**src/include/mips_control_consts.svh**
```systemverilog
`ifndef MIPS_CONTROL_CONSTS_SVH
`define MIPS_CONTROL_CONSTS_SVH

// Instruction field widths as they leave the instruction register
`define OPCODE_W 6
`define FUNCT_W  6

// Primary opcodes of the supported instructions
// R-type instructions share opcode 0 and are told apart by funct
`define OP_RTYPE 6'd0
`define OP_J     6'd2
`define OP_BEQ   6'd4
`define OP_BNE   6'd5

// Immediate ALU group
`define OP_ADDI  6'd8
`define OP_SLTI  6'd10
`define OP_ANDI  6'd12
`define OP_ORI   6'd13
`define OP_LUI   6'd15

// Memory access group
`define OP_LW    6'd35
`define OP_SW    6'd43

// Funct codes accepted under the R-type opcode
`define FN_ADD   6'd32
`define FN_SUB   6'd34
`define FN_AND   6'd36
`define FN_OR    6'd37
`define FN_SLT   6'd42

// Select codes of the 4:1 mux in front of ALU operand B
// Register B from the register file read latch
`define SRCB_REG       2'd0
// Constant four for the PC increment
`define SRCB_FOUR      2'd1
// Extended immediate of an I-type instruction
`define SRCB_IMM       2'd2
// Immediate shifted left by two, used as branch displacement
`define SRCB_BR_OFFSET 2'd3

`endif
```
**src/logic/mips_control_pkg.sv**
```systemverilog
package mips_control_pkg;

    // States of the multicycle machine
    // Every defined instruction walks FETCH, DECODE, two class states and RETIRE
    typedef enum logic [3:0]
    {
        IDLE        = 4'd0,
        FETCH       = 4'd1,
        DECODE      = 4'd2,
        EXECUTE     = 4'd3,
        WRITE_BACK  = 4'd4,
        ADDR_CALC   = 4'd5,
        LOAD        = 4'd6,
        STORE       = 4'd7,
        BRANCH_ADDR = 4'd8,
        BEQ_COMPARE = 4'd9,
        BNE_COMPARE = 4'd10,
        JUMP        = 4'd11,
        UPDATE_PC   = 4'd12,
        RETIRE      = 4'd13,
        UNDEFINED   = 4'd14
    } ctrl_state_e;

    // Operation codes understood by the datapath ALU
    typedef enum logic [3:0]
    {
        ALU_AND = 4'd0,
        ALU_SUB = 4'd1,
        ALU_ADD = 4'd2,
        ALU_OR  = 4'd3,
        ALU_SLT = 4'd4,
        ALU_LUI = 4'd5
    } alu_op_e;

    // Coarse instruction class, enough for the sequencer to pick its path
    typedef enum logic [2:0]
    {
        CLASS_ALU,
        CLASS_LOAD,
        CLASS_STORE,
        CLASS_BEQ,
        CLASS_BNE,
        CLASS_JUMP,
        CLASS_UNDEF
    } instr_class_e;

    // Result of decoding opcode and funct
    typedef struct packed
    {
        instr_class_e instr_class;
        alu_op_e      alu_op;
        // Operand B select wanted in EXECUTE
        logic [1:0]   alu_src_b;
        // High when the destination register is rd, low for rt
        logic         reg_dst_rd;
        // High when the immediate is zero extended instead of sign extended
        logic         imm_zero_ext;
    } decode_info_t;

    // Control word driven into the datapath every cycle
    typedef struct packed
    {
        logic       iord;
        logic       mem_write;
        logic       mem_select;
        logic       ir_write;
        logic       data_write;
        logic       reg_dst_rd;
        logic       mem_to_reg;
        logic       reg_write;
        logic       rdx_en;
        logic       alu_src_a;
        logic [1:0] alu_src_b;
        alu_op_e    alu_ctrl;
        logic       alu_result_en;
        logic       pc_src;
        logic       pc_write;
        logic       branch;
        logic       pc_en;
        logic       imm_zero_ext;
    } ctrl_word_t;

endpackage

```
**src/logic/mips_control_top.sv**
```systemverilog
`timescale 1ns/1ns
`include "mips_control_consts.svh"

// Control unit of the multicycle processor
// Opcode and funct come from the instruction register, zero from the ALU
module mips_control_top
(
    input  logic                         clk,
    input  logic                         reset,
    input  logic [`OPCODE_W-1:0]         opcode,
    input  logic [`FUNCT_W-1:0]          funct,
    input  logic                         zero,
    output mips_control_pkg::ctrl_word_t ctrl,
    output logic                         illegal_instr
);

    import mips_control_pkg::*;

    // Decode result shared by the sequencer and the generator
    decode_info_t info;
    // Current machine state
    ctrl_state_e  state;

    instr_decoder instr_decoder_i
    (
        .opcode (opcode),
        .funct  (funct),
        .info   (info)
    );

    state_sequencer state_sequencer_i
    (
        .clk           (clk),
        .reset         (reset),
        .info          (info),
        .state         (state),
        .illegal_instr (illegal_instr)
    );

    control_word_gen control_word_gen_i
    (
        .state (state),
        .info  (info),
        .zero  (zero),
        .ctrl  (ctrl)
    );

endmodule

```
**src/logic/control_word_gen.sv**
```systemverilog
`timescale 1ns/1ns
`include "mips_control_consts.svh"

// Moore style output decode of the state, except for branch which also follows zero
module control_word_gen
(
    input  mips_control_pkg::ctrl_state_e  state,
    input  mips_control_pkg::decode_info_t info,
    input  logic                           zero,
    output mips_control_pkg::ctrl_word_t   ctrl
);

    import mips_control_pkg::*;

    always_comb
    begin
        // Everything idle unless the state below asks for it
        ctrl            = '0;
        ctrl.alu_ctrl   = ALU_AND;
        ctrl.alu_src_b  = `SRCB_REG;
        // Destination and extension selects just follow the decoder
        ctrl.reg_dst_rd   = info.reg_dst_rd;
        ctrl.imm_zero_ext = info.imm_zero_ext;

        case (state)
            FETCH:
            begin
                // Read instruction memory at PC and compute PC + 4 in the same cycle
                ctrl.ir_write  = 1'b1;
                ctrl.pc_write  = 1'b1;
                ctrl.alu_src_a = 1'b0;
                ctrl.alu_src_b = `SRCB_FOUR;
                ctrl.alu_ctrl  = ALU_ADD;
            end
            DECODE:
            begin
                // Latch both register file read ports
                ctrl.rdx_en = 1'b1;
            end
            EXECUTE:
            begin
                // Register A against whatever operand B the decoder chose
                ctrl.alu_src_a     = 1'b1;
                ctrl.alu_src_b     = info.alu_src_b;
                ctrl.alu_ctrl      = info.alu_op;
                ctrl.alu_result_en = 1'b1;
            end
            WRITE_BACK:
            begin
                // ALU result register goes to the register file
                ctrl.reg_write  = 1'b1;
                ctrl.mem_to_reg = 1'b0;
            end
            ADDR_CALC:
            begin
                // Effective address is base register plus offset
                ctrl.alu_src_a     = 1'b1;
                ctrl.alu_src_b     = `SRCB_IMM;
                ctrl.alu_ctrl      = ALU_ADD;
                ctrl.alu_result_en = 1'b1;
            end
            STORE:
            begin
                // Data memory addressed by ALU out
                ctrl.iord       = 1'b1;
                ctrl.mem_select = 1'b1;
                ctrl.mem_write  = 1'b1;
            end
            LOAD:
            begin
                // Read data memory into the data latch
                ctrl.iord       = 1'b1;
                ctrl.mem_select = 1'b1;
                ctrl.data_write = 1'b1;
            end
            RETIRE:
            begin
                // Only a load still has a register to write, and it comes from memory
                if (info.instr_class == CLASS_LOAD)
                begin
                    ctrl.reg_write  = 1'b1;
                    ctrl.mem_to_reg = 1'b1;
                end
            end
            BRANCH_ADDR:
            begin
                // Target is PC + 4 plus the shifted offset, held in ALU out
                ctrl.alu_src_a     = 1'b0;
                ctrl.alu_src_b     = `SRCB_BR_OFFSET;
                ctrl.alu_ctrl      = ALU_ADD;
                ctrl.alu_result_en = 1'b1;
            end
            BEQ_COMPARE, BNE_COMPARE:
            begin
                // Subtract the registers, zero tells whether they match
                ctrl.alu_src_a = 1'b1;
                ctrl.alu_src_b = `SRCB_REG;
                ctrl.alu_ctrl  = ALU_SUB;
                // PC loads from ALU out, which still holds the branch target
                ctrl.pc_src    = 1'b1;
                ctrl.branch    = (state == BEQ_COMPARE) ? zero : ~zero;
            end
            JUMP:
            begin
                ctrl.pc_write = 1'b1;
            end
            default:
            begin
                // IDLE, UPDATE_PC and UNDEFINED leave every enable low
                ctrl.pc_write = 1'b0;
            end
        endcase

        // PC register loads on an unconditional write or a taken branch
        ctrl.pc_en = ctrl.branch | ctrl.pc_write;
    end

    // Checked on each state change, against the settled inputs of the state just left
    // EXECUTE passes the decoded op through, so the decode must still be an ALU instruction
    a_execute_alu_class: assert property (
        @(state) (state == EXECUTE) |-> (info.instr_class == CLASS_ALU)
    )
    else $error("EXECUTE driven with a decode that is not an ALU instruction");

    // The compare state and the decode agree on beq or bne
    a_compare_class: assert property (
        @(state) (state inside {BEQ_COMPARE, BNE_COMPARE}) |->
        (info.instr_class == ((state == BEQ_COMPARE) ? CLASS_BEQ : CLASS_BNE))
    )
    else $error("compare state does not match the decoded branch");

endmodule

```
**src/logic/state_sequencer.sv**
```systemverilog
`timescale 1ns/1ns

// State register of the multicycle machine
// DECODE, ADDR_CALC and BRANCH_ADDR are the only states that look at the decode result
module state_sequencer
(
    input  logic                           clk,
    input  logic                           reset,
    input  mips_control_pkg::decode_info_t info,
    output mips_control_pkg::ctrl_state_e  state,
    output logic                           illegal_instr
);

    import mips_control_pkg::*;

    ctrl_state_e next_state;

    always_ff @(posedge clk or negedge reset)
    begin
        if (!reset)
        begin
            state <= IDLE;
        end
        else
        begin
            state <= next_state;
        end
    end

    always_comb
    begin
        case (state)
            IDLE:        next_state = FETCH;
            FETCH:       next_state = DECODE;
            DECODE:
            begin
                // The class alone picks the path, opcode is not looked at again
                case (info.instr_class)
                    CLASS_ALU:   next_state = EXECUTE;
                    CLASS_LOAD:  next_state = ADDR_CALC;
                    CLASS_STORE: next_state = ADDR_CALC;
                    CLASS_BEQ:   next_state = BRANCH_ADDR;
                    CLASS_BNE:   next_state = BRANCH_ADDR;
                    CLASS_JUMP:  next_state = JUMP;
                    default:     next_state = UNDEFINED;
                endcase
            end
            EXECUTE:     next_state = WRITE_BACK;
            WRITE_BACK:  next_state = RETIRE;
            ADDR_CALC:
            begin
                // Loads need the data latch cycle, stores write memory directly
                next_state = (info.instr_class == CLASS_LOAD) ? LOAD : STORE;
            end
            LOAD:        next_state = RETIRE;
            STORE:       next_state = RETIRE;
            BRANCH_ADDR:
            begin
                next_state = (info.instr_class == CLASS_BEQ) ? BEQ_COMPARE : BNE_COMPARE;
            end
            BEQ_COMPARE: next_state = RETIRE;
            BNE_COMPARE: next_state = RETIRE;
            JUMP:        next_state = UPDATE_PC;
            UPDATE_PC:   next_state = RETIRE;
            RETIRE:      next_state = FETCH;
            // Undefined instructions pass through IDLE so fetch restarts cleanly
            UNDEFINED:   next_state = IDLE;
            default:     next_state = IDLE;
        endcase
    end

    // Flag is a plain state decode, high for the single UNDEFINED cycle
    assign illegal_instr = (state == UNDEFINED);

    // The load or store choice in ADDR_CALC relies on opcode held since DECODE
    a_addr_calc_class: assert property (
        @(posedge clk) disable iff (!reset)
        (state == ADDR_CALC) |-> (info.instr_class inside {CLASS_LOAD, CLASS_STORE})
    )
    else $error("ADDR_CALC reached without a load or store decode");

    // Same for the beq or bne choice in BRANCH_ADDR
    a_branch_addr_class: assert property (
        @(posedge clk) disable iff (!reset)
        (state == BRANCH_ADDR) |-> (info.instr_class inside {CLASS_BEQ, CLASS_BNE})
    )
    else $error("BRANCH_ADDR reached without a branch decode");

endmodule

```
**src/logic/instr_decoder.sv**
```systemverilog
`timescale 1ns/1ns
`include "mips_control_consts.svh"

// Purely combinational, the result follows opcode and funct in the same cycle
module instr_decoder
(
    input  logic [`OPCODE_W-1:0]           opcode,
    input  logic [`FUNCT_W-1:0]            funct,
    output mips_control_pkg::decode_info_t info
);

    import mips_control_pkg::*;

    // Decode result for anything the machine does not implement
    localparam decode_info_t UNDEF_INFO = '{
        instr_class  : CLASS_UNDEF,
        alu_op       : ALU_AND,
        alu_src_b    : `SRCB_REG,
        reg_dst_rd   : 1'b0,
        imm_zero_ext : 1'b0
    };

    always_comb
    begin
        info = UNDEF_INFO;
        case (opcode)
            `OP_RTYPE:
            begin
                // Register-register ops write rd and take B from the register file
                info.instr_class = CLASS_ALU;
                info.alu_src_b   = `SRCB_REG;
                info.reg_dst_rd  = 1'b1;
                case (funct)
                    `FN_ADD: info.alu_op = ALU_ADD;
                    `FN_SUB: info.alu_op = ALU_SUB;
                    `FN_AND: info.alu_op = ALU_AND;
                    `FN_OR:  info.alu_op = ALU_OR;
                    `FN_SLT: info.alu_op = ALU_SLT;
                    default:
                    begin
                        // An unknown funct makes the whole instruction undefined
                        info = UNDEF_INFO;
                    end
                endcase
            end
            `OP_ADDI, `OP_SLTI, `OP_ANDI, `OP_ORI, `OP_LUI:
            begin
                // Immediate ops write rt and feed the immediate into operand B
                info.instr_class = CLASS_ALU;
                info.alu_src_b   = `SRCB_IMM;
                info.reg_dst_rd  = 1'b0;
                case (opcode)
                    `OP_ADDI: info.alu_op = ALU_ADD;
                    `OP_SLTI: info.alu_op = ALU_SLT;
                    `OP_ANDI: info.alu_op = ALU_AND;
                    `OP_ORI:  info.alu_op = ALU_OR;
                    default:  info.alu_op = ALU_LUI;
                endcase
                // Logical immediates are zero extended, arithmetic ones keep the sign
                info.imm_zero_ext = (opcode == `OP_ANDI) || (opcode == `OP_ORI);
            end
            `OP_LW:
            begin
                // Address is base plus sign extended offset
                info.instr_class = CLASS_LOAD;
                info.alu_op      = ALU_ADD;
                info.alu_src_b   = `SRCB_IMM;
            end
            `OP_SW:
            begin
                info.instr_class = CLASS_STORE;
                info.alu_op      = ALU_ADD;
                info.alu_src_b   = `SRCB_IMM;
            end
            `OP_BEQ:
            begin
                // Branches compare two registers by subtraction
                info.instr_class = CLASS_BEQ;
                info.alu_op      = ALU_SUB;
                info.alu_src_b   = `SRCB_REG;
            end
            `OP_BNE:
            begin
                info.instr_class = CLASS_BNE;
                info.alu_op      = ALU_SUB;
                info.alu_src_b   = `SRCB_REG;
            end
            `OP_J:
            begin
                // The jump target comes straight from the instruction, no ALU use
                info.instr_class = CLASS_JUMP;
            end
            default:
            begin
                info = UNDEF_INFO;
            end
        endcase
    end

endmodule

```
**config.mk**
```make
export PLATFORM = sky130hd
export DESIGN_NAME = mips_control_top
export DESIGN_NICKNAME = d
export VERILOG_FILES = /design/src/logic/mips_control_pkg.sv /design/src/logic/mips_control_top.sv /design/src/logic/control_word_gen.sv /design/src/logic/state_sequencer.sv /design/src/logic/instr_decoder.sv
export VERILOG_INCLUDE_DIRS = /design/src /design/src/include
export SDC_FILE = /design/constraint.sdc
export NUM_CORES = 1
export LEC_CHECK = 0
export ABC_AREA = 1
export ABC_CLOCK_PERIOD_IN_PS = 1700
export BUFFER_PORTS_ARGS = -buffer_cell sky130_fd_sc_hd__buf_2
export CAP_MARGIN = 20
export CORE_AREA = 8 8 55 61
export DETAILED_ROUTE_END_ITERATION = 10
export DIE_AREA = 0 0 63 69
export PLACE_DENSITY = 0.64
export SYNTH_ARGS = -nofsm -noshare
export SYNTH_HDL_FRONTEND = slang
export SYNTH_SLANG_ARGS = --single-unit
export TNS_END_PERCENT = 5
```
**constraint.sdc**
```tcl
create_clock -name clk -period 1.7 [get_ports clk]
set_input_delay 0.085 -clock clk [delete_from_list [all_inputs] [get_ports clk]]
set_output_delay 0.085 -clock clk [all_outputs]
set_load 0.1 [all_outputs]
```
==> metrics.txt <==
Top FF cell, synth=dfrtp_1; number of synthesized register bits=4; 1st-iter DRT viols=30; area of the core=2400 um2; Worst Hold Slack=188 ps; mapped cell area=approximately 800 um2; Post-Place Worst Slack=116 ps; antenna diode count=0; Worst-path clk slew=around 30 ps; Max Fanout on Critical Path=5; Die Wd=63 um; total number of vias=around 1.0k; met1 usage=11.6%; share of synthesized flip-flops with an asynchronous set or reset=100%; Die Area=4350 um2; slowest stage delay, CP=440 ps; RSZ-0062 raised after global routing=true; Vias/cell=approximately 4.7; post-synth net total=roughly 170; worst hold path class=in -> async; global-route wire length before repair=4510 um; initial core utilization=33.0%; Seq/Total Area, Yosys=12.6%; DR WL/cell=12.2 um; max-slew violations=0; I/O pins=38; CP arrival=1590 ps; post-DP HPWL=2310 um; Area Growth Syn to Fin=65.5%; GR Layer Usage met2=23.5%; Final Cycle Share=98.3%; EDFF count, synth=0; Top reg by flops=state_sequencer_i.state; maximum root-to-sink buffer count=2; crit start category=register; setup TNS=0 ps; busiest layer in global routing=met2; maximum clock rate=598 MHz; post-route clock skew=1.77 ps; minimum clock period=1670 ps; Yosys top cell by area=nand2_1; TritonRoute pass-1 iters=4; status=complete, no violations; Worst path top cell family by delay=flip-flops; post-route worst setup slack=29.1 ps; slowest cell on the critical path=dfrtp_2; Syn Area/Cell=~5.2 um2; total CTS buffers=3; clk_lat worst skew=230 ps; CTS tree=yes; Worst Path Buf+Inv=3; Remaining Overflow, GRT=0; synth top area cells=nand2_1 18%, inv_1 13%, dfrtp_1 13%; post-route ant nets=0; Max-Cap Viols=0; register area=101 um2; CP Class=reg -> out; NumNets Final=between 200 and 250; crit-path cells=nor2_2 -> inv_2 -> nor2_4 -> inv_1 -> a21oi_1 -> o21ai_1 -> nand2_1 -> buf_12; routability cong.=0.917; Synth top area share=18.5%; most common cell after layout, fill and taps aside=nand2_1; largest registers=state_sequencer_i.state x4; R2R Path Start=state_sequencer_i.state[1]; # port buffers=36; largest net degree at the start of global routing=8; row cnt=19; Root Driver=clkbuf_4; H-tree levels=1; leading cell types in the layout, fill and taps excluded=37 x nand2_1, 23 x inv_1, 22 x buf_2; Yosys Warn Count=0; worst setup path start=state_sequencer_i.state[2]; filler instances=247; Critical Path RT=around 1600 ps; DRC=0; CTS sink cnt=4; CP endpoint kind=output pin; met3 usage=4.04%; initial antenna violation count=0; vias in the first global route=1086; die height=between 60 and 70 um; max FFs per register=4; unique cell type count in the Yosys netlist=25; post-synthesis instance total=152; Final Hold Vio Count=0; multi-input logic area=626 um2; overall global routing resource usage=12.1%; # setup viols final=0; DRT Wirelength=around 2700 um; share of layout cells above drive strength 1=39.3%
-- path summary, 6_finish.rpt --
check                      depth (start not counted)  slack (ps)                    endpoint
max                                                8          30                     ctrl[7]
min                                                2         190  state_sequencer_i.state[0]
max reg2reg                                        7         100  state_sequencer_i.state[0]
min reg2reg                                        1         630  state_sequencer_i.state[1]
max in group asynchronous                          2        1380  state_sequencer_i.state[2]
min in group clk                                   7         410  state_sequencer_i.state[2]
-- layout make-up --
cell class	instances	share of cell area (%)
multi-input cells	115	47.7
clock buffers	3	1.72
inverters	31	8.87
flip-flops and latches	4	7.72
well taps	31	2.96
repair buffers	38	31.1
-- repair_timing --
| action | CTS | global route |
|---|---|---|
| hold buffers | 1 | 0 |
| setup buffers | 0 | 1 |
| setup endpoints to repair | 6 | 10 |
| resized for setup | 6 | 9 |
| pin swaps | 0 | 2 |
| hold endpoints to repair | 4 | 0 |
-- cell usage after synthesis (2+ instances only) --
| cell | count |
|---|---|
| nand2_1 | 39 |
| inv_1 | 27 |
| nor2_1 | 24 |
| nand3_1 | 13 |
| a21oi_1 | 6 |
| o21ai_0 | 6 |
| nor2_2 | 5 |
| dfrtp_1 | 4 |
| inv_2 | 4 |
| nand2_2 | 3 |
| nand3_2 | 3 |
| buf_4 | 2 |
| nand3b_1 | 2 |
| nor2_4 | 2 |
| o21ai_1 | 2 |
-- kinds of logic after synthesis --
group	count (synthesis)	synth area share, %
and+or+nand+nor	95	56.6
buffers and inverters	33	16.6
AOI/OAI and AO/OA	19	13.7
DFF	4	12.6
other	1	0.473
-- through the flow --
step                      cell area (um2)  util, %  instances
after detailed placement             1240     51.5        217
after CTS                            1290     53.6        221
after global placement               1240     51.5        217
after floorplan                       823        -        152
final                                1310     54.7        222
after global routing                 1310     54.7        222
-- metal layers --
metal	routed length, um	share of wire, %
met2	1470	54
met5	0	0
met3	149	5.5
met1	1090	40
met4	0	0
Power is left out: the tool's default activity adds up to more than one toggle a clock period on the data nets, which glitch-free logic cannot reach.
